### src/source/axi_mem_pkg.sv
package axi_mem_pkg;

    // ==============================
    // widths
    // ==============================
    localparam int ADDR_W     = 64;
    localparam int DATA_W     = 64;
    localparam int INST_W     = 32;
    localparam int STRB_W     = DATA_W / 8;

    typedef logic [ADDR_W-1:0] addr_t;
    typedef logic [DATA_W-1:0] data_t;
    typedef logic [INST_W-1:0] inst_t;
    typedef logic [STRB_W-1:0] strb_t;
    typedef logic [3:0]        axi_id_t;
    typedef logic [7:0]        axi_len_t;
    typedef logic [2:0]        axi_size_t;
    typedef logic [1:0]        axi_burst_t;
    typedef logic [1:0]        axi_resp_t;

    // ==============================
    // AXI codes
    // ==============================
    localparam axi_id_t    ID_RAM      = 4'd0;
    localparam axi_id_t    ID_INST     = 4'd1;
    localparam axi_len_t   LEN_SINGLE  = 8'd0;  // one beat
    localparam axi_size_t  SIZE_DWORD  = 3'd3;
    localparam axi_burst_t BURST_INCR  = 2'd1;
    localparam axi_resp_t  RESP_OKAY   = 2'd0;
    localparam axi_resp_t  RESP_SLVERR = 2'd2;

    // memory geometry
    localparam int RAM_WORDS  = 256;
    localparam int INST_WORDS = 64;
    localparam int RAM_IDX_W  = $clog2(RAM_WORDS);   // addr bits 10..3
    localparam int INST_IDX_W = $clog2(INST_WORDS);  // addr bits 7..2
    localparam int RAM_LSB    = 3;
    localparam int INST_LSB   = 2;

    typedef enum logic [1:0] {WR_IDLE, WR_INFO, WR_RESP} wr_state_t;
    typedef enum logic [1:0] {RD_IDLE, RD_ADDR, RD_DATA} rd_state_t;
    typedef enum logic [1:0] {BR_IDLE, BR_ADDR, BR_WAIT_RESP, BR_DONE} bridge_state_t;

endpackage

### src/source/core_axi_bridge.sv
module core_axi_bridge (
    input  logic                    clk,
    input  logic                    rst,

    // core side
    input  logic                    req,
    input  logic                    req_write,
    input  axi_mem_pkg::axi_id_t    req_id,
    input  axi_mem_pkg::axi_size_t  req_size,
    input  axi_mem_pkg::addr_t      req_addr,
    input  axi_mem_pkg::data_t      req_wdata,
    input  axi_mem_pkg::strb_t      req_strb,
    output logic                    busy,
    output logic                    done,
    output axi_mem_pkg::data_t      rdata,
    output axi_mem_pkg::axi_resp_t  resp,

    // write address / data / response
    output axi_mem_pkg::axi_id_t    aw_id,
    output axi_mem_pkg::addr_t      aw_addr,
    output axi_mem_pkg::axi_len_t   aw_len,
    output axi_mem_pkg::axi_size_t  aw_size,
    output axi_mem_pkg::axi_burst_t aw_burst,
    output logic                    aw_valid,
    input  logic                    aw_ready,
    output axi_mem_pkg::data_t      w_data,
    output axi_mem_pkg::strb_t      w_strb,
    output logic                    w_last,
    output logic                    w_valid,
    input  logic                    w_ready,
    input  axi_mem_pkg::axi_resp_t  b_resp,
    input  logic                    b_valid,
    output logic                    b_ready,

    // read address / data
    output axi_mem_pkg::axi_id_t    ar_id,
    output axi_mem_pkg::addr_t      ar_addr,
    output axi_mem_pkg::axi_len_t   ar_len,
    output axi_mem_pkg::axi_size_t  ar_size,
    output axi_mem_pkg::axi_burst_t ar_burst,
    output logic                    ar_valid,
    input  logic                    ar_ready,
    input  axi_mem_pkg::data_t      r_data,
    input  axi_mem_pkg::axi_resp_t  r_resp,
    input  logic                    r_last,
    input  logic                    r_valid,
    output logic                    r_ready
);
    import axi_mem_pkg::*;

    bridge_state_t state;
    logic          wr_q;
    axi_id_t       id_q;
    axi_size_t     size_q;
    addr_t         addr_q;
    data_t         wdata_q;
    strb_t         strb_q;
    data_t         rdata_q;
    axi_resp_t     resp_q;
    logic          take_req;
    logic          addr_fire;
    logic          resp_fire;

    assign take_req  = req && (state == BR_IDLE || state == BR_DONE);
    assign addr_fire = wr_q ? (aw_valid && aw_ready && w_ready) : (ar_valid && ar_ready);
    assign resp_fire = wr_q ? (b_valid && b_ready) : (r_valid && r_ready && r_last);

    // ==============================
    // request FSM
    // ==============================
    always_ff @(posedge clk or negedge rst) begin
        if (!rst) begin
            state <= BR_IDLE;
        end else begin
            case (state)
                BR_IDLE:      if (take_req) state <= BR_ADDR;
                BR_ADDR:      if (addr_fire) state <= BR_WAIT_RESP;
                BR_WAIT_RESP: if (resp_fire) state <= BR_DONE;
                BR_DONE:      state <= take_req ? BR_ADDR : BR_IDLE;  // back to back
                default:      state <= BR_IDLE;
            endcase
        end
    end

    always_ff @(posedge clk) begin
        if (take_req) begin
            wr_q    <= req_write;
            id_q    <= req_id;
            size_q  <= req_size;
            addr_q  <= req_addr;
            wdata_q <= req_wdata;
            strb_q  <= req_strb;
        end
        if (state == BR_WAIT_RESP && resp_fire) begin
            rdata_q <= wr_q ? '0 : r_data;
            resp_q  <= wr_q ? b_resp : r_resp;
        end
    end

    // channel drive
    assign aw_id    = id_q;
    assign aw_addr  = addr_q;
    assign aw_len   = LEN_SINGLE;
    assign aw_size  = size_q;
    assign aw_burst = BURST_INCR;
    assign aw_valid = (state == BR_ADDR) && wr_q;
    assign w_data   = wdata_q;
    assign w_strb   = strb_q;
    assign w_last   = 1'b1;          // single beat
    assign w_valid  = (state == BR_ADDR) && wr_q;
    assign b_ready  = (state == BR_WAIT_RESP) && wr_q;

    assign ar_id    = id_q;
    assign ar_addr  = addr_q;
    assign ar_len   = LEN_SINGLE;
    assign ar_size  = size_q;
    assign ar_burst = BURST_INCR;
    assign ar_valid = (state == BR_ADDR) && !wr_q;
    assign r_ready  = (state == BR_WAIT_RESP) && !wr_q;

    assign busy  = (state == BR_ADDR) || (state == BR_WAIT_RESP);
    assign done  = (state == BR_DONE);
    assign rdata = rdata_q;
    assign resp  = resp_q;

endmodule

### config.mk
export PLATFORM = sky130hd
export DESIGN_NAME = core_axi_bridge
export DESIGN_NICKNAME = d
export VERILOG_FILES = /design/src/source/axi_mem_pkg.sv /design/src/source/core_axi_bridge.sv
export SDC_FILE = /design/constraint.sdc
export NUM_CORES = 1
export LEC_CHECK = 0
export BUFFER_PORTS_ARGS = -buffer_cell sky130_fd_sc_hd__buf_4
export CAP_MARGIN = 20
export CORE_AREA = 2 2 205 207
export DETAILED_ROUTE_END_ITERATION = 7
export DIE_AREA = 0 0 207 209
export PLACE_DENSITY = 0.49
export SYNTH_ARGS = -nofsm -noshare
export SYNTH_HDL_FRONTEND = slang
export SYNTH_SLANG_ARGS = --single-unit
export TNS_END_PERCENT = 10
### constraint.sdc
create_clock -name clk -period 11.3 [get_ports clk]
set_clock_uncertainty 0.1 [all_clocks]
set_input_delay 1.695 -clock clk [delete_from_list [all_inputs] [get_ports clk]]
set_output_delay 1.695 -clock clk [all_outputs]
set_load 0.005 [all_outputs]
==> Implementation_results.wiki, run 1 <==
{| class="wikitable"
! Metric !! Value
|-
| Area share of xor/xnor cells in the synthesized design || 0%
|-
| Max-slew violation count || 0
|-
| Met3 Wirelength || 2433 um
|-
| Maximum number of pins on one net before global-route repair || 85
|-
| Status || completed
|-
| CTS clk-pin slew, worst paths || 60 ps
|-
| Total grt overflow || 0
|-
| CP Max Fanout || 84
|-
| Htree depth || 1
|-
| Design area || 12,340 sq um
|-
| DRC errors left || 0
|-
| Final worst hold slack || 512.9 ps
|-
| Via count of the first global-routing pass || 4,960
|-
| Mean number of vias per cell || 3.462
|-
| Switching pwr || 768.2 uW
|-
| Iter 0 DRT Violations || 176
|-
| Most common library cells after synthesis || sky130_fd_sc_hd__edfxtp_1, sky130_fd_sc_hd__buf_4, sky130_fd_sc_hd__nor2b_1
|-
| Number of primary I/O pins || 529
|-
| Die boundary height || 209 um
|-
| Simple logic cell fraction of the synthesized area || 6.014%
|-
| Maximum capacitance violations || 0
|-
| Synth Area in Adders || 0.6484%
|-
| Most used standard cell by instance count after synthesis || sky130_fd_sc_hd__edfxtp_1
|-
| Vias || 4,916
|-
| Sum of internal, switching and leakage power || 2.749 mW
|-
| FFs w/ async S/R, synth || 0.9434%
|-
| Total of endpoints with negative setup slack in the final report || 0
|-
| Part of the Yosys area used for sequential elements || 82.35%
|-
| Share of the clock period used by the worst path after layout || 32.07%
|-
| Number of buffers on the longest clock path || 3
|-
| Dominant combinational cell family by area after synthesis || buffers and inverters
|-
| Highest metal layer with signal wires || met4
|-
| RSZ-0062 raised after global routing || no
|-
| Placed cell area || 11,580 sq um
|-
| Clock tree from TritonCTS || done
|-
| Critical Path RT || 11,350 ps
|-
| Number of enable flip-flop cells after synthesis || 210
|-
| Number of warning messages in the yosys log || 0
|-
| Number of instances in the synthesized netlist || 405
|-
| Crit Path Category || in -> reg
|-
| Routability cong. || 0.7362
|-
| Per-instance average area after synthesis || 19.06 sq um
|-
| Worst-case vdd ir drop || 0.1155 mV
|-
| Slew margin rel. || 29.07%
|-
| Cell Count Post-Placement || 1,373
|-
| Sequential Power Share || 45.3%
|-
| Data arrival, critical path || 3670 ps
|-
| First-pass GRT wire length || 33,230 um
|-
| Actual slew at the worst max-slew pin || 1064 ps
|-
| Total power per unit cell area || 222.8 nW/um^2
|-
| Mux share of post-synthesis cell area || 0.4863%
|-
| Layout cells sized above 1 || 63.07%
|-
| Total setup buffers inserted after CTS || 0
|-
| Flops & latches, synth || 212
|-
| Clock root buffer || sky130_fd_sc_hd__clkbuf_16
|-
| Post-CTS Resized || 0
|-
| Cell taking the most area after synthesis || sky130_fd_sc_hd__edfxtp_1
|-
| Final WL || 23,840 um
|-
| Detail-routed net length per standard cell || 16.79 um
|-
| Final worst path period need || 3623 ps
|-
| Main area contributors after synthesis || sky130_fd_sc_hd__edfxtp_1, sky130_fd_sc_hd__buf_4, sky130_fd_sc_hd__nor2b_1, sky130_fd_sc_hd__dfrtp_1, sky130_fd_sc_hd__ha_1
|-
| Finished Core Util || 29.89%
|-
| Clock buffer count from CTS || 25
|-
| Nets@finish || 1,086
|-
| Layout-stage area growth over the synthesis result || 59.90%
|-
| Length of routed wiring on met1 || 8791 um
|-
| All-Layer GR Usage || 10.31%
|-
| Portion of total power attributed to combinational logic || 27.3%
|-
| Mapped cell area || 7719 sq um
|-
| # hold bufs at CTS || 0
|-
| Area fraction in compound gates after synthesis || 0.7295%
|-
| Chip Width || 207 um
|-
| Setup TNS || 0 ps
|-
| Internal power component || 1.981 mW
|-
| Initial Util || 18.69%
|-
| Clock latency reported for the late side of the worst-skew pair || 530 ps
|-
| Number of hold violations in the final report || 0
|-
| Static power due to leakage || 5.126 nW
|-
| Maximum clock rate || 276.0 MHz
|-
| Critical Path End Type || flop
|-
| HPWL after detailed placement || 18,270 um
|-
| Area of the core || 41,290 sq um
|-
| Primary FF master, synth || sky130_fd_sc_hd__edfxtp_1
|-
| Worst hold path class || reg -> reg
|-
| Post-placement setup slack || 7091 ps
|-
| Met2 Routed Length || 12,130 um
|-
| TritonCTS sink count || 212
|-
| Number of iterations in the first detailed-routing pass || 4
|-
| Synth cell types || 23
|-
| Switching fraction of total power || 27.94%
|-
| Number of core rows || 75
|-
| Die area || 43,260 sq um
|-
| Non-Filler Instances || 1,420
|-
| Relative contribution of the clock network to total power || 27.3%
|-
| Port Buffers || 507
|-
| Post-synth top area share || 81.70%
|-
| Antenna viol nets, final || 0
|-
| Final worst setup slack || 7677 ps
|-
| CP startpoint kind || input pin
|-
| Number of antenna violations at the first check in global routing || 1
|}
==> worst max-delay path, stage by stage <==
cell and delay (ps):
sky130_fd_sc_hd__buf_4 80, sky130_fd_sc_hd__nor2b_4 120, sky130_fd_sc_hd__buf_4 690, sky130_fd_sc_hd__buf_4 910
==> per-layer routing <==
layer	vias up	global-route usage, %
li1	2262	-
met1	2322	11.59
met2	301	17.66
met3	31	4.298
met4	0	3.374
met5	-	0
==> flip-flops by register name (all words and copies together) (netlist names) <==
| signal | count |
|---|---|
| ar_addr | 64 |
| w_data | 64 |
| state | 2 |
| wr_q | 1 |
| rdata | 64 |
| w_strb | 8 |
| ar_size | 3 |
| resp | 2 |
| ar_id | 4 |
==> cell usage in the layout (no fill, tap or decap), types with 3 or more instances in the layout <==
| cell type | instances |
|---|---|
| sky130_fd_sc_hd__buf_4 | 511 |
| sky130_fd_sc_hd__edfxtp_1 | 210 |
| sky130_fd_sc_hd__nor2b_1 | 66 |
| sky130_fd_sc_hd__clkbuf_16 | 25 |
| sky130_fd_sc_hd__conb_1 | 21 |
| sky130_fd_sc_hd__clkinv_2 | 6 |
| sky130_fd_sc_hd__clkbuf_1 | 6 |
| sky130_fd_sc_hd__ha_1 | 4 |
| sky130_fd_sc_hd__clkinv_1 | 4 |
| sky130_fd_sc_hd__inv_1 | 3 |
==> worst paths after layout <==
kind / cells after the start / slack (ps) / to / startpoint
worst min-delay path: 1 / 510 / state[1] / state[1]
min in group asynchronous: 1 / 840 / state[1] / rst
max in group asynchronous: 1 / 10170 / state[0] / rst
worst min register to register: 1 / 510 / state[1] / state[1]
worst max-delay path: 4 / 7680 / w_data[57] / req
worst max register to register: 5 / 8050 / w_data[57] / state[0]
==> area by class of cell <==
cell class	count	area, sq um
tap	539	674.4
clock buffer	31	648.1
fill	4198	28950
clock inverter	15	107.6
timing repair buffer	511	3836
sequential	212	6356
antenna	1	2.502
multi-input combinational	108	705.7
inverter	3	11.26
==> cells by family after synthesis <==
| kind of cell | count (synthesis) |
|---|---|
| compound gates | 6 |
| fa+ha+maj | 4 |
| buf+inv | 104 |
| flops | 212 |
| mux | 3 |
| other cells | 2 |
| simple gates | 74 |
==> power by group through the flow <==
| stage | clock network (mW) | registers (mW) | logic (mW) |
|---|---|---|---|
| after floorplan | 0 | 1.32 | 0.291 |
| after global placement | 0 | 1.26 | 0.781 |
| after CTS | 0.787 | 1.25 | 0.777 |
| final | 0.751 | 1.25 | 0.752 |
| after global routing | 0.815 | 1.27 | 0.811 |
| after detailed placement | 0 | 1.26 | 0.778 |
(Power assumes the default switching activity.)
==> run 2, diff against run 1 <==
--- a/config.mk
+++ b/config.mk
@@ -7,10 +7,10 @@
 export LEC_CHECK = 0
 export BUFFER_PORTS_ARGS = -buffer_cell sky130_fd_sc_hd__buf_4
 export CAP_MARGIN = 20
-export CORE_AREA = 2 2 205 207
+export CORE_AREA = 2 2 203 205
 export DETAILED_ROUTE_END_ITERATION = 7
-export DIE_AREA = 0 0 207 209
-export PLACE_DENSITY = 0.49
+export DIE_AREA = 0 0 205 207
+export PLACE_DENSITY = 0.51
 export SYNTH_ARGS = -nofsm -noshare
 export SYNTH_HDL_FRONTEND = slang
 export SYNTH_SLANG_ARGS = --single-unit
==> constraint.sdc (replaced) <==
create_clock -name clk -period 3.1 [get_ports clk]
set_clock_uncertainty 0.1 [all_clocks]
set_input_delay 0.465 -clock clk [delete_from_list [all_inputs] [get_ports clk]]
set_output_delay 0.465 -clock clk [all_outputs]
set_load 0.005 [all_outputs]
==> Implementation_results.wiki, run 2 (synthesis gave the netlist of run 1 again) <==
{| class="wikitable"
! Metric !! Value
|-
| Worst-case vdd ir drop || 0.5490 mV (+380%)
|-
| Commonest non-fill, non-tap cells in the layout || sky130_fd_sc_hd__buf_4, sky130_fd_sc_hd__edfxtp_1, sky130_fd_sc_hd__dlygate4sd3_1
|-
| Relative contribution of the clock network to total power || 28.0% (+0.7 points)
|-
| HPWL after detailed placement || 18,900 um (+3.4%)
|-
| Initial Util || 19.12% (+0.43 points)
|-
| Detail-routed net length per standard cell || 16.37 um (-2.5%)
|-
| Placed cell area || 11,680 sq um (+0.81%)
|-
| Die boundary height || 207 um (-0.96%)
|-
| Total setup buffers inserted after CTS || 0 (unchanged)
|-
| Die area || 42,440 sq um (-1.9%)
|-
| Total power per unit cell area || 759.0 nW/um^2 (+240%)
|-
| Cell Count Post-Placement || 1,373 (unchanged)
|-
| Number of buffers on the longest clock path || 3 (unchanged)
|-
| Portion of total power attributed to combinational logic || 29.2% (+1.9 points)
|-
| Critical path depth || 4 (unchanged)
|-
| Switching fraction of total power || 27.57% (-0.37 points)
|-
| Reg-to-Reg Start || state[0]
|-
| Design area || 13,930 sq um (+13%)
|-
| Data arrival, critical path || 1750 ps (-1920 ps)
|-
| Maximum clock rate || 431.6 MHz
|-
| Slew margin rel. || 51.72% (+23 points)
|-
| Sequential Power Share || 42.8% (-2.5 points)
|-
| Via count of the first global-routing pass || 5,935 (+20%)
|-
| Commonest non-fill, non-tap cell in the layout || sky130_fd_sc_hd__buf_4
|-
| Clock tree from TritonCTS || done
|-
| Non-Filler Instances || 1,562 (+10%)
|-
| Sum of internal, switching and leakage power || 10.57 mW (+280%)
|-
| Maximum number of pins on one net before global-route repair || 51 (-40%)
|-
| Vias || 5,497 (+12%)
|-
| Worst setup path startpoint || state[1]
|-
| All-Layer GR Usage || 11.34% (+1.0 points)
|-
| Crit Path Category || reg -> out
|-
| TritonCTS sink count || 212 (unchanged)
|-
| CP Max Fanout || 5 (-94%)
|-
| Actual slew at the worst max-slew pin || 722.6 ps (-341.3 ps)
|-
| Max-slew violation count || 0 (unchanged)
|-
| Highest-delay cell along the critical path || sky130_fd_sc_hd__dfrtp_1
|-
| Fill cell instance count of the final layout || 3,885 (-7.5%)
|-
| Antenna viol nets, final || 0 (unchanged)
|-
| Share of the clock period used by the worst path after layout || 74.74%
|-
| Iter 0 DRT Violations || 147 (-16%)
|-
| Routability cong. || 0.7959 (+8.1%)
|-
| Final worst hold slack || 29.50 ps (-483.4 ps)
|-
| CP startpoint kind || flop
|-
| Final WL || 25,560 um (+7.2%)
|-
| CP endpoint || aw_valid
|-
| CTS clk-pin slew, worst paths || 60 ps (about the same)
|-
| Total of endpoints with negative setup slack in the final report || 0 (unchanged)
|-
| Final worst path period need || 2317 ps
|-
| Maximum capacitance violations || 0 (unchanged)
|-
| Terminus of the critical flop-to-flop path || w_data[21]
|-
| Area of the core || 40,370 sq um (-2.2%)
|-
| Switching pwr || 2.915 mW (+280%)
|-
| Critical Path End Type || primary output
|-
| Critical Path RT || 2530 ps (-8820 ps)
|-
| Port Buffers || 507 (unchanged)
|-
| Number of iterations in the first detailed-routing pass || 4 (unchanged)
|-
| R2R cell count || 4 (-1)
|-
| Clock buffer count from CTS || 26 (+4.0%)
|-
| Setup slack of the most critical reg-to-reg path || 970 ps (-7080 ps)
|-
| Number of core rows || 74 (-1.3%)
|-
| Mean number of vias per cell || 3.519 (+1.7%)
|-
| First-pass GRT wire length || 36,130 um (+8.7%)
|-
| Chip Width || 205 um (-0.97%)
|-
| Delay of the slowest cell on the worst path || 440 ps (-470 ps)
|-
| Finished Core Util || 34.50% (+4.6 points)
|-
| Internal power component || 7.655 mW (+290%)
|-
| Layout cells sized above 1 || 55.06% (-8.0 points)
|-
| Buffers plus inverters on the worst setup path || 2 (-1)
|-
| Number of antenna violations at the first check in global routing || 2 (+1)
|-
| Top delay family on crit path || flip-flops
|-
| Static power due to leakage || 5.799 nW (+13%)
|-
| Worst hold path class || in -> reg
|-
| CP Cell Sequence || inv_2 > ha_1 > and2_1 > buf_4
|-
| Htree depth || 1 (unchanged)
|-
| Clock root buffer || sky130_fd_sc_hd__clkbuf_16
|-
| RSZ-0062 raised after global routing || no
|-
| Layout-stage area growth over the synthesis result || 80.42%
|-
| Total grt overflow || 0 (unchanged)
|-
| Clock latency reported for the late side of the worst-skew pair || 540 ps (about the same)
|-
| Number of hold violations in the final report || 0 (unchanged)
|-
| DRC errors left || 0 (unchanged)
|-
| Number of primary I/O pins || 529 (unchanged)
|-
| Nets@finish || 1,235 (+14%)
|-
| Status || completed
|}
-- run 2: cell types whose count changed in the layout (fill, tap and decap cells not counted), sizes merged --
cell	previous run	this run
diode	1	2
buf	511	518
clkinvlp	2	1
bufinv	1	3
dlygate4sd3	0	141
clkinv	11	12
clkbuf	31	29
-- run 2: how the worst min path moves through the flow --
stage | from | to | slack (ps) | cells after the start
floorplan | rst | state[0] | 70 | 0
global placement | rst | state[1] | 150 | 1
detailed placement | rst | state[1] | 150 | 1
CTS | req_wdata[40] | w_data[40] | 7 | 1
global route | req_addr[7] | ar_addr[7] | 6 | 1
finish | req_wdata[29] | w_data[29] | 30 | 1
-- run 2: final cells by class --
class / count / area, sq um / share of cell area, %
sequential: 212 / 6356 / 45.64
timing repair buffer: 659 / 5338 / 38.33
multi-input combinational: 108 / 718.2 / 5.157
tap: 532 / 665.6 / 4.780
clock buffer: 29 / 661.9 / 4.753
clock inverter: 17 / 170.2 / 1.222
inverter: 3 / 11.26 / 0.08086
antenna: 2 / 5.005 / 0.03594
-- run 2: power groups by stage --
stage / clock network [mW] / logic, mW / registers [mW]
5_1_grt: 3.20 / 3.34 / 4.61
3_5_place_dp: 0 / 2.99 / 4.58
2_1_floorplan: 0 / 1.10 / 4.64
4_1_cts: 3.08 / 3.14 / 4.54
3_3_place_gp: 0 / 2.99 / 4.56
6_report: 2.96 / 3.09 / 4.53
-- run 2: per-stage QoR --
step / TNS (ps) / worst slack [ps]
after global routing: 0 / 741.3
after global placement: 0 / 974.5
after CTS: 0 / 744.1
after detailed placement: 0 / 950.9
after floorplan: -48660 / -434.3
final: 0 / 782.9
-- run 2: what timing repair did --
item / CTS / global route
setup endpoints to repair: 0 / 0
hold endpoints to repair: 142 / 0
resized for setup: 0 / 0
hold buffers: 141 / 0
-- run 2: routing by layer --
layer	track usage (%)	share of wire, %	vias to the layer above
li1	-	-	2555
met4	3.672	2.2	0
met3	4.232	11	32
met1	12.09	36	2579
met5	0	0	-
met2	20.47	51	331
-- run 2: worst reg2reg max path, cell delays in order, from the launching register on --
cell	delay, ps
sky130_fd_sc_hd__dfrtp_1	420
sky130_fd_sc_hd__inv_2	120
sky130_fd_sc_hd__ha_4	220
sky130_fd_sc_hd__nor2b_4	580
sky130_fd_sc_hd__buf_12	320
