`src/source/axi_mem_pkg.sv`:
```
package axi_mem_pkg;

    // ==============================
    // widths
    // ==============================
    localparam int ADDR_W     = 64;
    localparam int DATA_W     = 64;
    localparam int INST_W     = 32;
    localparam int STRB_W     = DATA_W / 8;

    typedef logic [ADDR_W-1:0] addr_t;
    typedef logic [DATA_W-1:0] data_t;
    typedef logic [INST_W-1:0] inst_t;
    typedef logic [STRB_W-1:0] strb_t;
    typedef logic [3:0]        axi_id_t;
    typedef logic [7:0]        axi_len_t;
    typedef logic [2:0]        axi_size_t;
    typedef logic [1:0]        axi_burst_t;
    typedef logic [1:0]        axi_resp_t;

    // ==============================
    // AXI codes
    // ==============================
    localparam axi_id_t    ID_RAM      = 4'd0;
    localparam axi_id_t    ID_INST     = 4'd1;
    localparam axi_len_t   LEN_SINGLE  = 8'd0;  // one beat
    localparam axi_size_t  SIZE_DWORD  = 3'd3;
    localparam axi_burst_t BURST_INCR  = 2'd1;
    localparam axi_resp_t  RESP_OKAY   = 2'd0;
    localparam axi_resp_t  RESP_SLVERR = 2'd2;

    // memory geometry
    localparam int RAM_WORDS  = 256;
    localparam int INST_WORDS = 64;
    localparam int RAM_IDX_W  = $clog2(RAM_WORDS);   // addr bits 10..3
    localparam int INST_IDX_W = $clog2(INST_WORDS);  // addr bits 7..2
    localparam int RAM_LSB    = 3;
    localparam int INST_LSB   = 2;

    typedef enum logic [1:0] {WR_IDLE, WR_INFO, WR_RESP} wr_state_t;
    typedef enum logic [1:0] {RD_IDLE, RD_ADDR, RD_DATA} rd_state_t;
    typedef enum logic [1:0] {BR_IDLE, BR_ADDR, BR_WAIT_RESP, BR_DONE} bridge_state_t;

endpackage

```
`src/source/axi_mem_slave.sv`:
```
module axi_mem_slave (
    input  logic                    clk,
    input  logic                    rst,

    // write address / data / response
    input  axi_mem_pkg::axi_id_t    aw_id,
    input  axi_mem_pkg::addr_t      aw_addr,
    input  axi_mem_pkg::axi_len_t   aw_len,
    input  axi_mem_pkg::axi_size_t  aw_size,
    input  axi_mem_pkg::axi_burst_t aw_burst,
    input  logic                    aw_valid,
    output logic                    aw_ready,
    input  axi_mem_pkg::data_t      w_data,
    input  axi_mem_pkg::strb_t      w_strb,
    input  logic                    w_last,
    input  logic                    w_valid,
    output logic                    w_ready,
    output axi_mem_pkg::axi_resp_t  b_resp,
    output logic                    b_valid,
    input  logic                    b_ready,

    // read address / data
    input  axi_mem_pkg::axi_id_t    ar_id,
    input  axi_mem_pkg::addr_t      ar_addr,
    input  axi_mem_pkg::axi_len_t   ar_len,
    input  axi_mem_pkg::axi_size_t  ar_size,
    input  axi_mem_pkg::axi_burst_t ar_burst,
    input  logic                    ar_valid,
    output logic                    ar_ready,
    output axi_mem_pkg::data_t      r_data,
    output axi_mem_pkg::axi_resp_t  r_resp,
    output logic                    r_last,
    output logic                    r_valid,
    input  logic                    r_ready,

    // memory side
    output logic                    ram_rd_en,
    output logic                    inst_rd_en,
    output axi_mem_pkg::addr_t      rd_addr,
    input  axi_mem_pkg::data_t      ram_rdata,
    input  axi_mem_pkg::inst_t      inst_rdata,
    output logic                    ram_wr_en,
    output axi_mem_pkg::addr_t      wr_addr,
    output axi_mem_pkg::data_t      wr_data,
    output axi_mem_pkg::strb_t      wr_strb
);
    import axi_mem_pkg::*;

    wr_state_t wr_state;
    rd_state_t rd_state;
    logic      aw_fire;
    logic      ar_fire;
    logic      wr_ok;
    logic      rd_ok;
    logic      wr_legal;
    logic      rd_legal;
    axi_id_t   rd_id;
    addr_t     wr_addr_q;
    data_t     wr_data_q;
    strb_t     wr_strb_q;
    addr_t     rd_addr_q;
    logic      rd_ram;
    logic      rd_inst;

    // ==============================
    // write side
    // ==============================
    // aw and w only accepted together
    assign aw_ready = (wr_state == WR_IDLE) && aw_valid && w_valid;
    assign w_ready  = aw_ready;
    assign aw_fire  = aw_valid && aw_ready;
    assign wr_ok    = (aw_len == LEN_SINGLE) && (aw_size == SIZE_DWORD) &&
                      (aw_burst == BURST_INCR) && (aw_id == ID_RAM) && w_last;

    always_ff @(posedge clk or negedge rst) begin
        if (!rst) begin
            wr_state  <= WR_IDLE;
            wr_legal  <= 1'b0;
            ram_wr_en <= 1'b0;
        end else begin
            ram_wr_en <= (wr_state == WR_INFO) && wr_legal;  // single pulse on entering resp
            case (wr_state)
                WR_IDLE: begin
                    if (aw_fire) begin
                        wr_state <= WR_INFO;
                        wr_legal <= wr_ok;
                    end
                end
                WR_INFO: wr_state <= WR_RESP;
                WR_RESP: if (b_valid && b_ready) wr_state <= WR_IDLE;
                default: wr_state <= WR_IDLE;
            endcase
        end
    end

    always_ff @(posedge clk) begin
        if (aw_fire) begin
            wr_addr_q <= aw_addr;
            wr_data_q <= w_data;
            wr_strb_q <= w_strb;
        end
    end

    assign b_valid = (wr_state == WR_RESP);
    assign b_resp  = wr_legal ? RESP_OKAY : RESP_SLVERR;
    assign wr_addr = wr_addr_q;
    assign wr_data = wr_data_q;
    assign wr_strb = wr_strb_q;

    // ==============================
    // read side
    // ==============================
    assign ar_ready = (rd_state == RD_IDLE);
    assign ar_fire  = ar_valid && ar_ready;
    assign rd_ok    = (ar_len == LEN_SINGLE) && (ar_size == SIZE_DWORD) &&
                      (ar_burst == BURST_INCR) && (ar_id == ID_RAM || ar_id == ID_INST);

    always_ff @(posedge clk or negedge rst) begin
        if (!rst) begin
            rd_state <= RD_IDLE;
            rd_legal <= 1'b0;
        end else begin
            case (rd_state)
                RD_IDLE: begin
                    if (ar_fire) begin
                        rd_state <= RD_ADDR;
                        rd_legal <= rd_ok;
                    end
                end
                RD_ADDR: rd_state <= RD_DATA;
                RD_DATA: if (r_valid && r_ready) rd_state <= RD_IDLE;
                default: rd_state <= RD_IDLE;
            endcase
        end
    end

    always_ff @(posedge clk) begin
        if (ar_fire) begin
            rd_id     <= ar_id;
            rd_addr_q <= ar_addr;
        end
    end

    assign rd_ram     = (rd_state == RD_DATA) && rd_legal && (rd_id == ID_RAM);
    assign rd_inst    = (rd_state == RD_DATA) && rd_legal && (rd_id == ID_INST);
    assign ram_rd_en  = rd_ram;
    assign inst_rd_en = rd_inst;
    assign rd_addr    = rd_addr_q;

    assign r_valid = (rd_state == RD_DATA);
    assign r_last  = (rd_state == RD_DATA);
    assign r_resp  = rd_legal ? RESP_OKAY : RESP_SLVERR;
    assign r_data  = rd_ram  ? ram_rdata :
                     rd_inst ? {{(DATA_W-INST_W){1'b0}}, inst_rdata} :  // zero extend
                     '0;

endmodule

```
`config.mk`:
```
export PLATFORM = sky130hd
export DESIGN_NAME = axi_mem_slave
export DESIGN_NICKNAME = d
export VERILOG_FILES = /design/src/source/axi_mem_pkg.sv /design/src/source/axi_mem_slave.sv
export SDC_FILE = /design/constraint.sdc
export NUM_CORES = 1
export LEC_CHECK = 0
export BUFFER_PORTS_ARGS = -buffer_cell sky130_fd_sc_hd__clkbuf_2
export CORE_AREA = 2 2 236 238
export DETAILED_ROUTE_END_ITERATION = 12
export DIE_AREA = 0 0 238 240
export PLACE_DENSITY = 0.48
export SYNTH_ARGS = -nofsm -noshare
export SYNTH_HDL_FRONTEND = slang
export SYNTH_SLANG_ARGS = --single-unit
```
`constraint.sdc`:
```
create_clock -name clk -period 3.6 [get_ports clk]
set_input_delay 0 -clock clk [delete_from_list [all_inputs] [get_ports clk]]
set_output_delay 0 -clock clk [all_outputs]
set_load 0.005 [all_outputs]
```
==> metrics, run 1 <==
clock share of power=0.412; Starting DRT DRC Count=276; largest net degree at the start of global routing=72; Setup TNS Final=0 ps; Post CTS Setup Buffer Count=0; Flop pwr share=0.443; initial core utilization=0.135; Critical Path Start Type=register; flip-flop and latch area=6300 µm²; initial antenna violation count=13; fraction of layout cells with a size suffix above 1=0.547; Critical Path AT=2470 ps; ratio of final minimum period to clock period=0.687; Fmax achieved=404 MHz; fraction of registers with async set/reset=0.0332; post-route minimum period=2470 ps; CTS tree=yes; drt via density=3.44; P_sw=0.00172 W; Max Slew Vio Count=0; CTS Sinks=211; clock skew after layout=19.5 ps; via count=6669; worst setup path class=register to output pin; Slew @ Worst Pin=1060 ps; # rows=86; Die Ht=240 µm; WL/cell=19.3 µm; remaining global-route overflow=0; required time of the critical path=3600 ps; Synth-to-Final Area Change=95.2%; Seq/Total Area, Yosys=0.855; Syn. warnings=0; GP Congestion=0.747; Root Buffer Master=clkbuf_16; sw frac=0.245; status=finished clean; Die ar.=57100 µm²; Multi-input gate area=931 µm²; Int Pwr=0.00530 W; worst-path fanout max=33; Post-synth EDFFs=204; DRC viols=0; core area=54700 µm²; CTS HTree Levels=1; Yosys top cell by area=edfxtp_1; die width=238 µm; Ports=615; Post-DRT Antenna Nets=0; Skew-Pair Late Insertion Delay=570 ps; Placement Cell Area=11300 µm²; Fillers=5719; synthesized flop and latch total=211; GR Util All Layers=0.123; Unique masters post-synth=31; Detailed Route WL=37400 µm; Slew headroom=0.293; Fin. Hold Viols=0; Max Cap Violations=0; Critical Path Sink Type=output pin; Power Dens Cells=488 nW/µm²; RSZ-0062 raised after global routing=false; ranking of synthesized cells by area=edfxtp_1 83%, mux2i_1 4.5%, and2_1 2.9%; Reg clk slew, reported paths=60 ps; syn avg cell area=20.5 µm²; DRT Pass-1 Iters=5; leakage power total=6.38 nW; reg2reg setup slack=1310 ps; fin util=0.263; Comb power frac=0.144; Design Power=0.00702 W; nets=1547; Port Buffers=612; hpwl dp=30000 µm; most common cell in the netlist=edfxtp_1; maximum VDD drop=0.000315 V; CTS buffer count=27; vias in the first global route=7151; top cell type's share of synthesized area=0.831; setup violators final=0; Post-Syn Area=7370 µm²; first-pass GRT wire length=49900 µm; HP Class=input pin to register; Top FF cell, synth=edfxtp_1; most instantiated cells after synthesis=204 x edfxtp_1, 34 x and2_1, 33 x mux2i_1; cell count after synthesis=360; CTS max path bufs=3; Final Cell Area=14400 µm²
## registers in the layout (all words and copies together) (netlist names)
register,count
rd_state,2
rd_legal,1
wr_legal,1
wr_data,64
ram_wr_en,1
wr_state,2
rd_id,4
wr_addr,64
wr_strb,8
rd_addr,64
## power groups by stage
stage	logic, W	clock network [W]	registers, W
6_report	0.00101	0.00289	0.00311
5_1_grt	0.00110	0.00310	0.00314
4_1_cts	0.00106	0.00301	0.00312
3_5_place_dp	0.000857	0	0.00317
3_3_place_gp	0.000848	0	0.00316
2_1_floorplan	0.000240	0	0.00317
## worst paths after layout
kind,endpoint,startpoint,cells after the start
worst max register to register,wr_addr[37]$_DFFE_PP_,wr_state[1]$_DFFE_PN0P_,3
min in group asynchronous,wr_state[0]$_DFFE_PN0P_,rst,3
worst max-delay path,r_data[6],rd_id[3]$_DFFE_PP_,4
max in group asynchronous,rd_state[0]$_DFFE_PN0P_,rst,3
worst min-delay path,wr_addr[50]$_DFFE_PP_,aw_addr[50],2
worst min register to register,ram_wr_en$_DFF_PN0_,wr_state[1]$_DFFE_PN0P_,1
## layer usage
metal | part of all wire | vias to the layer above | track usage
met5 | 0.0016 | - | 0
met4 | 0.026 | 10 | 0.0360
met3 | 0.092 | 59 | 0.0417
met2 | 0.53 | 411 | 0.236
met1 | 0.35 | 3132 | 0.127
li1 | - | 3057 | -
## repair_timing
item | CTS | global route
endpoints found under the hold margin | 217 | 0
resized for setup | 0 | 0
hold buffers | 218 | 0
## worst max-delay path, cell delays in order (launching register included)
cell and delay, ps:
edfxtp_1 350, or4b_4 560, or2_2 630, nor2_1 230
clkbuf_2 130
## area by class of cell
type | count | area share
flip-flops and latches | 211 | 0.438
repair buffers | 834 | 0.368
diodes | 8 | 0.00139
multi-input cells | 127 | 0.0647
clock buffers | 29 | 0.0475
inverters | 8 | 0.00235
clock inverters | 15 | 0.0169
well taps | 704 | 0.0613
## through the flow
stage | cells | hold slack (ps) | worst slack (ps)
final | 1936 | 138 | 1130
after detailed placement | 1666 | -104 | 1240
after global placement | 1666 | -106 | 1340
after CTS | 1928 | 92.2 | 1060
after global routing | 1934 | 97.3 | 913
after floorplan | 361 | -296 | 558
## placed cells by master, fill, tap and decap left out, drive strengths merged, types with 3 or more instances in the layout
master	count
clkbuf	641
dlygate4sd3	218
edfxtp	204
and2	34
nor2	34
mux2i	33
inv	9
diode	8
dfrtp	7
bufinv	6
clkinv	6
nor4	4
buf	4
nand2b	3
## cells by family after synthesis
kind of cell	share of synthesized area
buffers and inverters	0.0194
multiplexers	0.0448
flip-flops	0.855
AO/OA/AOI/OAI	0.00238
other	0.000509
AND/OR/NAND/NOR	0.0778
(Power assumes the default switching activity.)
==> run 2, diff against run 1 <==
==> constraint.sdc (replaced) <==
create_clock -name clk -period 2.1 [get_ports clk]
set_input_delay 0 -clock clk [delete_from_list [all_inputs] [get_ports clk]]
set_output_delay 0 -clock clk [all_outputs]
set_load 0.005 [all_outputs]
==> run 2 against run 1 <==
  * The run now ends with setup timing left
  * Routed wire length is 4.9% lower
  * Final cell count is 1.1% higher
  * Global-route usage is 0.70 points lower
  * Non-clock buffer count is 14 higher
  * Critical path depth is 1 higher
  * Utilization is 0.38 points higher
  * Register-to-register slack worse by 940 ps
  * Clock-buffer cell count is 2 higher
  * Combinational power is 81% higher
  * Largest cell class unchanged
==> metrics, run 2 (same netlist as run 1, synthesis figures left out) <==
ratio of final minimum period to clock period=1.03; CTS HTree Levels=1; GR Util All Layers=0.116; capturing point of the worst reg2reg path=wr_legal$_DFFE_PN0P_; fraction of layout cells with a size suffix above 1=0.558; CTS max path bufs=3; Post-DRT Antenna Nets=0; Detailed Route WL=35600 µm; via count=6731; nets=1561; Die ar.=57100 µm²; Setup TNS Final=-1060 ps; min-delay src=aw_valid; initial antenna violation count=18; initial core utilization=0.135; Critical Path AT=2150 ps; Design Power=0.0116 W; Critical Path Sink Type=output pin; Ports=615; remaining global-route overflow=0; CTS tree=yes; Setup WS post-layout=-52.9 ps; commonest non-fill, non-tap cell in the layout=clkbuf_2; fin util=0.267; Starting DRT DRC Count=173; Max Cap Violations=0; reg2reg setup slack=370 ps; RSZ-0062 raised after global routing=true; Power Dens Cells=797 nW/µm²; failing checks=setup timing; Fin. Hold Viols=0; Worst Hold Depth=3; worst-path fanout max=8; Min-Delay Endpoint=wr_data[54]$_DFFE_PP_; Reg clk slew, reported paths=60 ps; first-pass GRT wire length=47500 µm; Root Buffer Master=clkbuf_16; commonest cells after routing, fill and taps aside=602 x clkbuf_2, 222 x dlygate4sd3_1, 204 x edfxtp_1; CTS buffer count=27; Skew-Pair Late Insertion Delay=550 ps; setup violators final=29; Port Buffers=612; HP Class=input pin to register; GP Congestion=0.769; drt via density=3.44; Max Slew Vio Count=0; Fmax achieved=464 MHz; WL/cell=18.2 µm; vias in the first global route=7270; Die Ht=240 µm; Slew headroom=0.599; Slew @ Worst Pin=600 ps; die width=238 µm; hpwl dp=28200 µm; core area=54700 µm²; worst r2r path cells=3; DRT Pass-1 Iters=4; DRC viols=0; Critical Path Start Type=register; largest net degree at the start of global routing=68; # rows=86; worst setup path class=register to output pin; clock skew after layout=17.8 ps; status=finished with violations; CTS Sinks=211; DP Worst Slack=328 ps; post-route minimum period=2150 ps; Synth-to-Final Area Change=97.9%; Critical R2R Launch=wr_state[0]$_DFFE_PN0P_; leakage power total=6.47 nW; required time of the critical path=2100 ps; maximum VDD drop=0.000622 V
run 2: area by class of cell:
type | instances | area [µm²]
antenna | 10 | 25.0
clock buffer | 31 | 691
clock inverter | 18 | 165
fill | 5634 | 40100
inverter | 8 | 33.8
multi-input combinational | 127 | 980
sequential | 211 | 6300
tap | 704 | 881
timing repair buffer | 848 | 5510
run 2: worst max path at each step:
| stage | startpoint | to | slack [ps] | depth (start not counted) |
|---|---|---|---|---|
| 6_report | rd_id[3]$_DFFE_PP_ | r_data[2] | -50 | 5 |
| 5_1_grt | rd_id[3]$_DFFE_PP_ | r_data[13] | -160 | 5 |
| 4_1_cts | rd_id[3]$_DFFE_PP_ | r_data[1] | -100 | 5 |
| 3_5_place_dp | rd_id[3]$_DFFE_PP_ | r_data[19] | 330 | 5 |
| 3_3_place_gp | rd_id[3]$_DFFE_PP_ | r_data[11] | 360 | 5 |
| 2_1_floorplan | wr_state[0]$_DFFE_PN0P_ | wr_addr[0]$_DFFE_PP_ | -820 | 2 |
run 2: critical path, stage by stage (launching register included):
cell       delay, ps
edfxtp_1         360
or4b_4           560
or2_4            300
clkbuf_16        200
nor2_2           100
clkbuf_2         110
run 2: per-stage QoR:
step / cell area [µm²] / std cells / hold slack, ps
global placement: 11400 / 1674 / -86.5
finish: 14600 / 1957 / 63.3
floorplan: 7390 / 361 / -296
global route: 14600 / 1956 / 67.1
detailed placement: 11400 / 1674 / -78.0
CTS: 14500 / 1943 / 7.95
run 2: power breakdown:
group	switching, W	total (W)	internal, W
sequential	0.000131	0.00530	0.00516
combinational	0.000922	0.00183	0.000912
clock	0.00187	0.00449	0.00262
run 2: per-layer routing:
metal / routed length (µm) / share of wire / vias to the layer above / track usage
li1: - / - / 3092 / -
met1: 12300 / 0.34 / 3124 / 0.114
met2: 18100 / 0.51 / 419 / 0.213
met3: 3400 / 0.096 / 80 / 0.0440
met4: 1760 / 0.049 / 16 / 0.0598
met5: 113 / 0.0032 / - / 0
run 2: what timing repair did:
| action | in CTS | in global routing |
|---|---|---|
| resized for setup | 9 | 19 |
| hold buffers | 219 | 4 |
| pin swaps | 0 | 5 |
| buffers inserted | 0 | 0 |
| setup endpoints to repair | 65 | 66 |
| endpoints found under the hold margin | 227 | 1 |
| cloned | 1 | 1 |
==> run 3, diff against run 2 <==
--- a/config.mk
+++ b/config.mk
@@ -6,10 +6,12 @@
 export NUM_CORES = 1
 export LEC_CHECK = 0
 export BUFFER_PORTS_ARGS = -buffer_cell sky130_fd_sc_hd__clkbuf_2
-export CORE_AREA = 2 2 236 238
+export CELL_PAD_IN_SITES_DETAIL_PLACEMENT = 1
+export CELL_PAD_IN_SITES_GLOBAL_PLACEMENT = 1
+export CORE_AREA = 2 2 237 239
 export DETAILED_ROUTE_END_ITERATION = 12
-export DIE_AREA = 0 0 238 240
-export PLACE_DENSITY = 0.48
+export DIE_AREA = 0 0 239 241
+export PLACE_DENSITY = 0.56
 export SYNTH_ARGS = -nofsm -noshare
 export SYNTH_HDL_FRONTEND = slang
 export SYNTH_SLANG_ARGS = --single-unit
==> run 3 against run 2 <==
  * The run still ends with setup timing left
  * Worst setup slack lost 39 ps
  * Final cell count up 0.10%
  * Combinational power grew 3%
  * Utilization increased by 0.65 points
  * Critical path depth stayed put
  * Final area grew 2.8%
  * Sequential power about the same
  * Fmax decreased by 1.8%
  * Non-clock buffer count grew 3
  * Routed wire length increased by 13%
  * Global-route usage rose by 1.2 points
  * Hold slack gained 100 ps
==> metrics, run 3 (same netlist as run 1, synthesis figures left out) <==
status=finished with violations; failing checks=setup timing; Power Dens Cells=787 nW/µm²; Detailed Route WL=40100 µm; CTS tree=yes; WL/cell=20.5 µm; drt via density=3.46; maximum VDD drop=0.000574 V; worst setup path class=register to output pin; CP max-delay cell=or4b_4; hpwl dp=32000 µm; Fin. Hold Viols=0; Post-DRT Antenna Nets=0; remaining global-route overflow=0; Reg clk slew, reported paths=60 ps; CTS max path bufs=3; Layout Cells excl Fill=1959; initial antenna violation count=17; initial core utilization=0.134; reg2reg setup slack=260 ps; largest net degree at the start of global routing=42; core area=54900 µm²; Skew-Pair Late Insertion Delay=550 ps; required time of the critical path=2100 ps; DRC viols=0; Max Slew Vio Count=0; HP Class=input pin to register; vias in the first global route=7441; Placed Cells incl. Taps=1676; worst r2r path cells=4; Root Buffer Master=clkbuf_16; nets=1563; Setup WS post-layout=-92.1 ps; clock skew after layout=11.9 ps; CTS Sinks=211; Slew headroom=0.614; first-pass GRT wire length=52200 µm; CTS HTree Levels=1; DP Worst Slack=299 ps; final hold slack=165 ps; Max Cap Violations=0; critical path, cell by cell=or4b_4 > or2_4 > clkbuf_16 > nor2_4 > clkbuf_2; commonest cells after routing, fill and taps aside=573 x clkbuf_2, 217 x dlygate4sd3_1, 204 x edfxtp_1; Synth-to-Final Area Change=104%; Critical Path End=r_data[28]; worst-path fanout max=8; Fmax achieved=456 MHz; setup violators final=65; Critical R2R Launch=wr_state[0]$_DFFE_PN0P_; RSZ-0062 raised after global routing=true; capturing point of the worst reg2reg path=wr_legal$_DFFE_PN0P_; GP Congestion=0.779; # rows=86; leakage power total=6.61 nW; via count=6772; CP peak stage delay=560 ps; CTS buffer count=26; Ports=615; GR Util All Layers=0.128; die width=239 µm; Port Buffers=612; Critical Path Start Type=register; Critical Path AT=2190 ps; post-route minimum period=2190 ps; Die ar.=57600 µm²; DRT Pass-1 Iters=4; origin of the worst setup path=rd_id[3]$_DFFE_PP_; Die Ht=241 µm; fraction of layout cells with a size suffix above 1=0.592; fin util=0.273; Critical Path Sink Type=output pin; ratio of final minimum period to clock period=1.04; commonest non-fill, non-tap cell in the layout=clkbuf_2; Starting DRT DRC Count=163; Slew @ Worst Pin=578 ps; Setup TNS Final=-3570 ps
run 3: cell types whose count changed in the layout (fill, tap and decap cells not counted), sizes merged:
| cell | change |
|---|---|
| buf | +34 |
| bufinv | +2 |
| clkbuf | -28 |
| clkinv | +1 |
| diode | +1 |
| dlygate4sd3 | -5 |
| inv | -3 |
run 3: worst min-delay path by stage:
stage / cells past startpoint / endpoint / start
finish: 2 / rd_addr[14]$_DFFE_PP_ / ar_addr[14]
global route: 2 / rd_addr[48]$_DFFE_PP_ / ar_addr[48]
CTS: 2 / wr_addr[23]$_DFFE_PP_ / aw_addr[23]
detailed placement: 1 / ram_wr_en$_DFF_PN0_ / rst
global placement: 1 / ram_wr_en$_DFF_PN0_ / rst
floorplan: 0 / ram_wr_en$_DFF_PN0_ / rst
run 3: area by class of cell:
type	count	area [µm²]
diodes	11	27.5
clock buffers	29	662
clock inverters	18	209
fillers	6168	39900
inverters	8	33.8
multi-input cells	127	1080
flip-flops and latches	211	6300
well taps	704	881
repair buffers	851	5800
run 3: stage by stage:
stage / total power (W) / instance area, µm²
finish: 0.0118 / 15000
global route: 0.0123 / 15000
CTS: 0.0121 / 14500
detailed placement: 0.00697 / 11400
global placement: 0.00694 / 11400
floorplan: 0.00585 / 7390
run 3: what timing repair did:
action                                 CTS  global route
gates cloned                             1             5
resized for setup                       13           107
buffers inserted                         0             2
hold buffers                           217             0
setup endpoints to repair               65            65
endpoints found under the hold margin  231             0
pin swaps                                0            30
run 3: routing by layer:
| metal | GRT usage | up-vias | routed length [µm] |
|---|---|---|---|
| met5 | 0 | - | 75 |
| met2 | 0.251 | 407 | 21900 |
| met1 | 0.127 | 3214 | 13800 |
| met4 | 0.0354 | 10 | 792 |
| met3 | 0.0445 | 50 | 3610 |
| li1 | - | 3091 | - |
run 3: where the power goes:
part           switching, W  leakage (nW)  internal [W]
combinational      0.000967          4.19      0.000917
sequential         0.000132          1.99       0.00516
clock               0.00185         0.431       0.00277
total               0.00295          6.61       0.00885
run 3: critical path, delay by kind of cell (launching register included):
| kind | cells | cell delay (ps) |
|---|---|---|
| buffers and inverters | 2 | 320 |
| DFF | 1 | 360 |
| and+or+nand+nor | 3 | 960 |
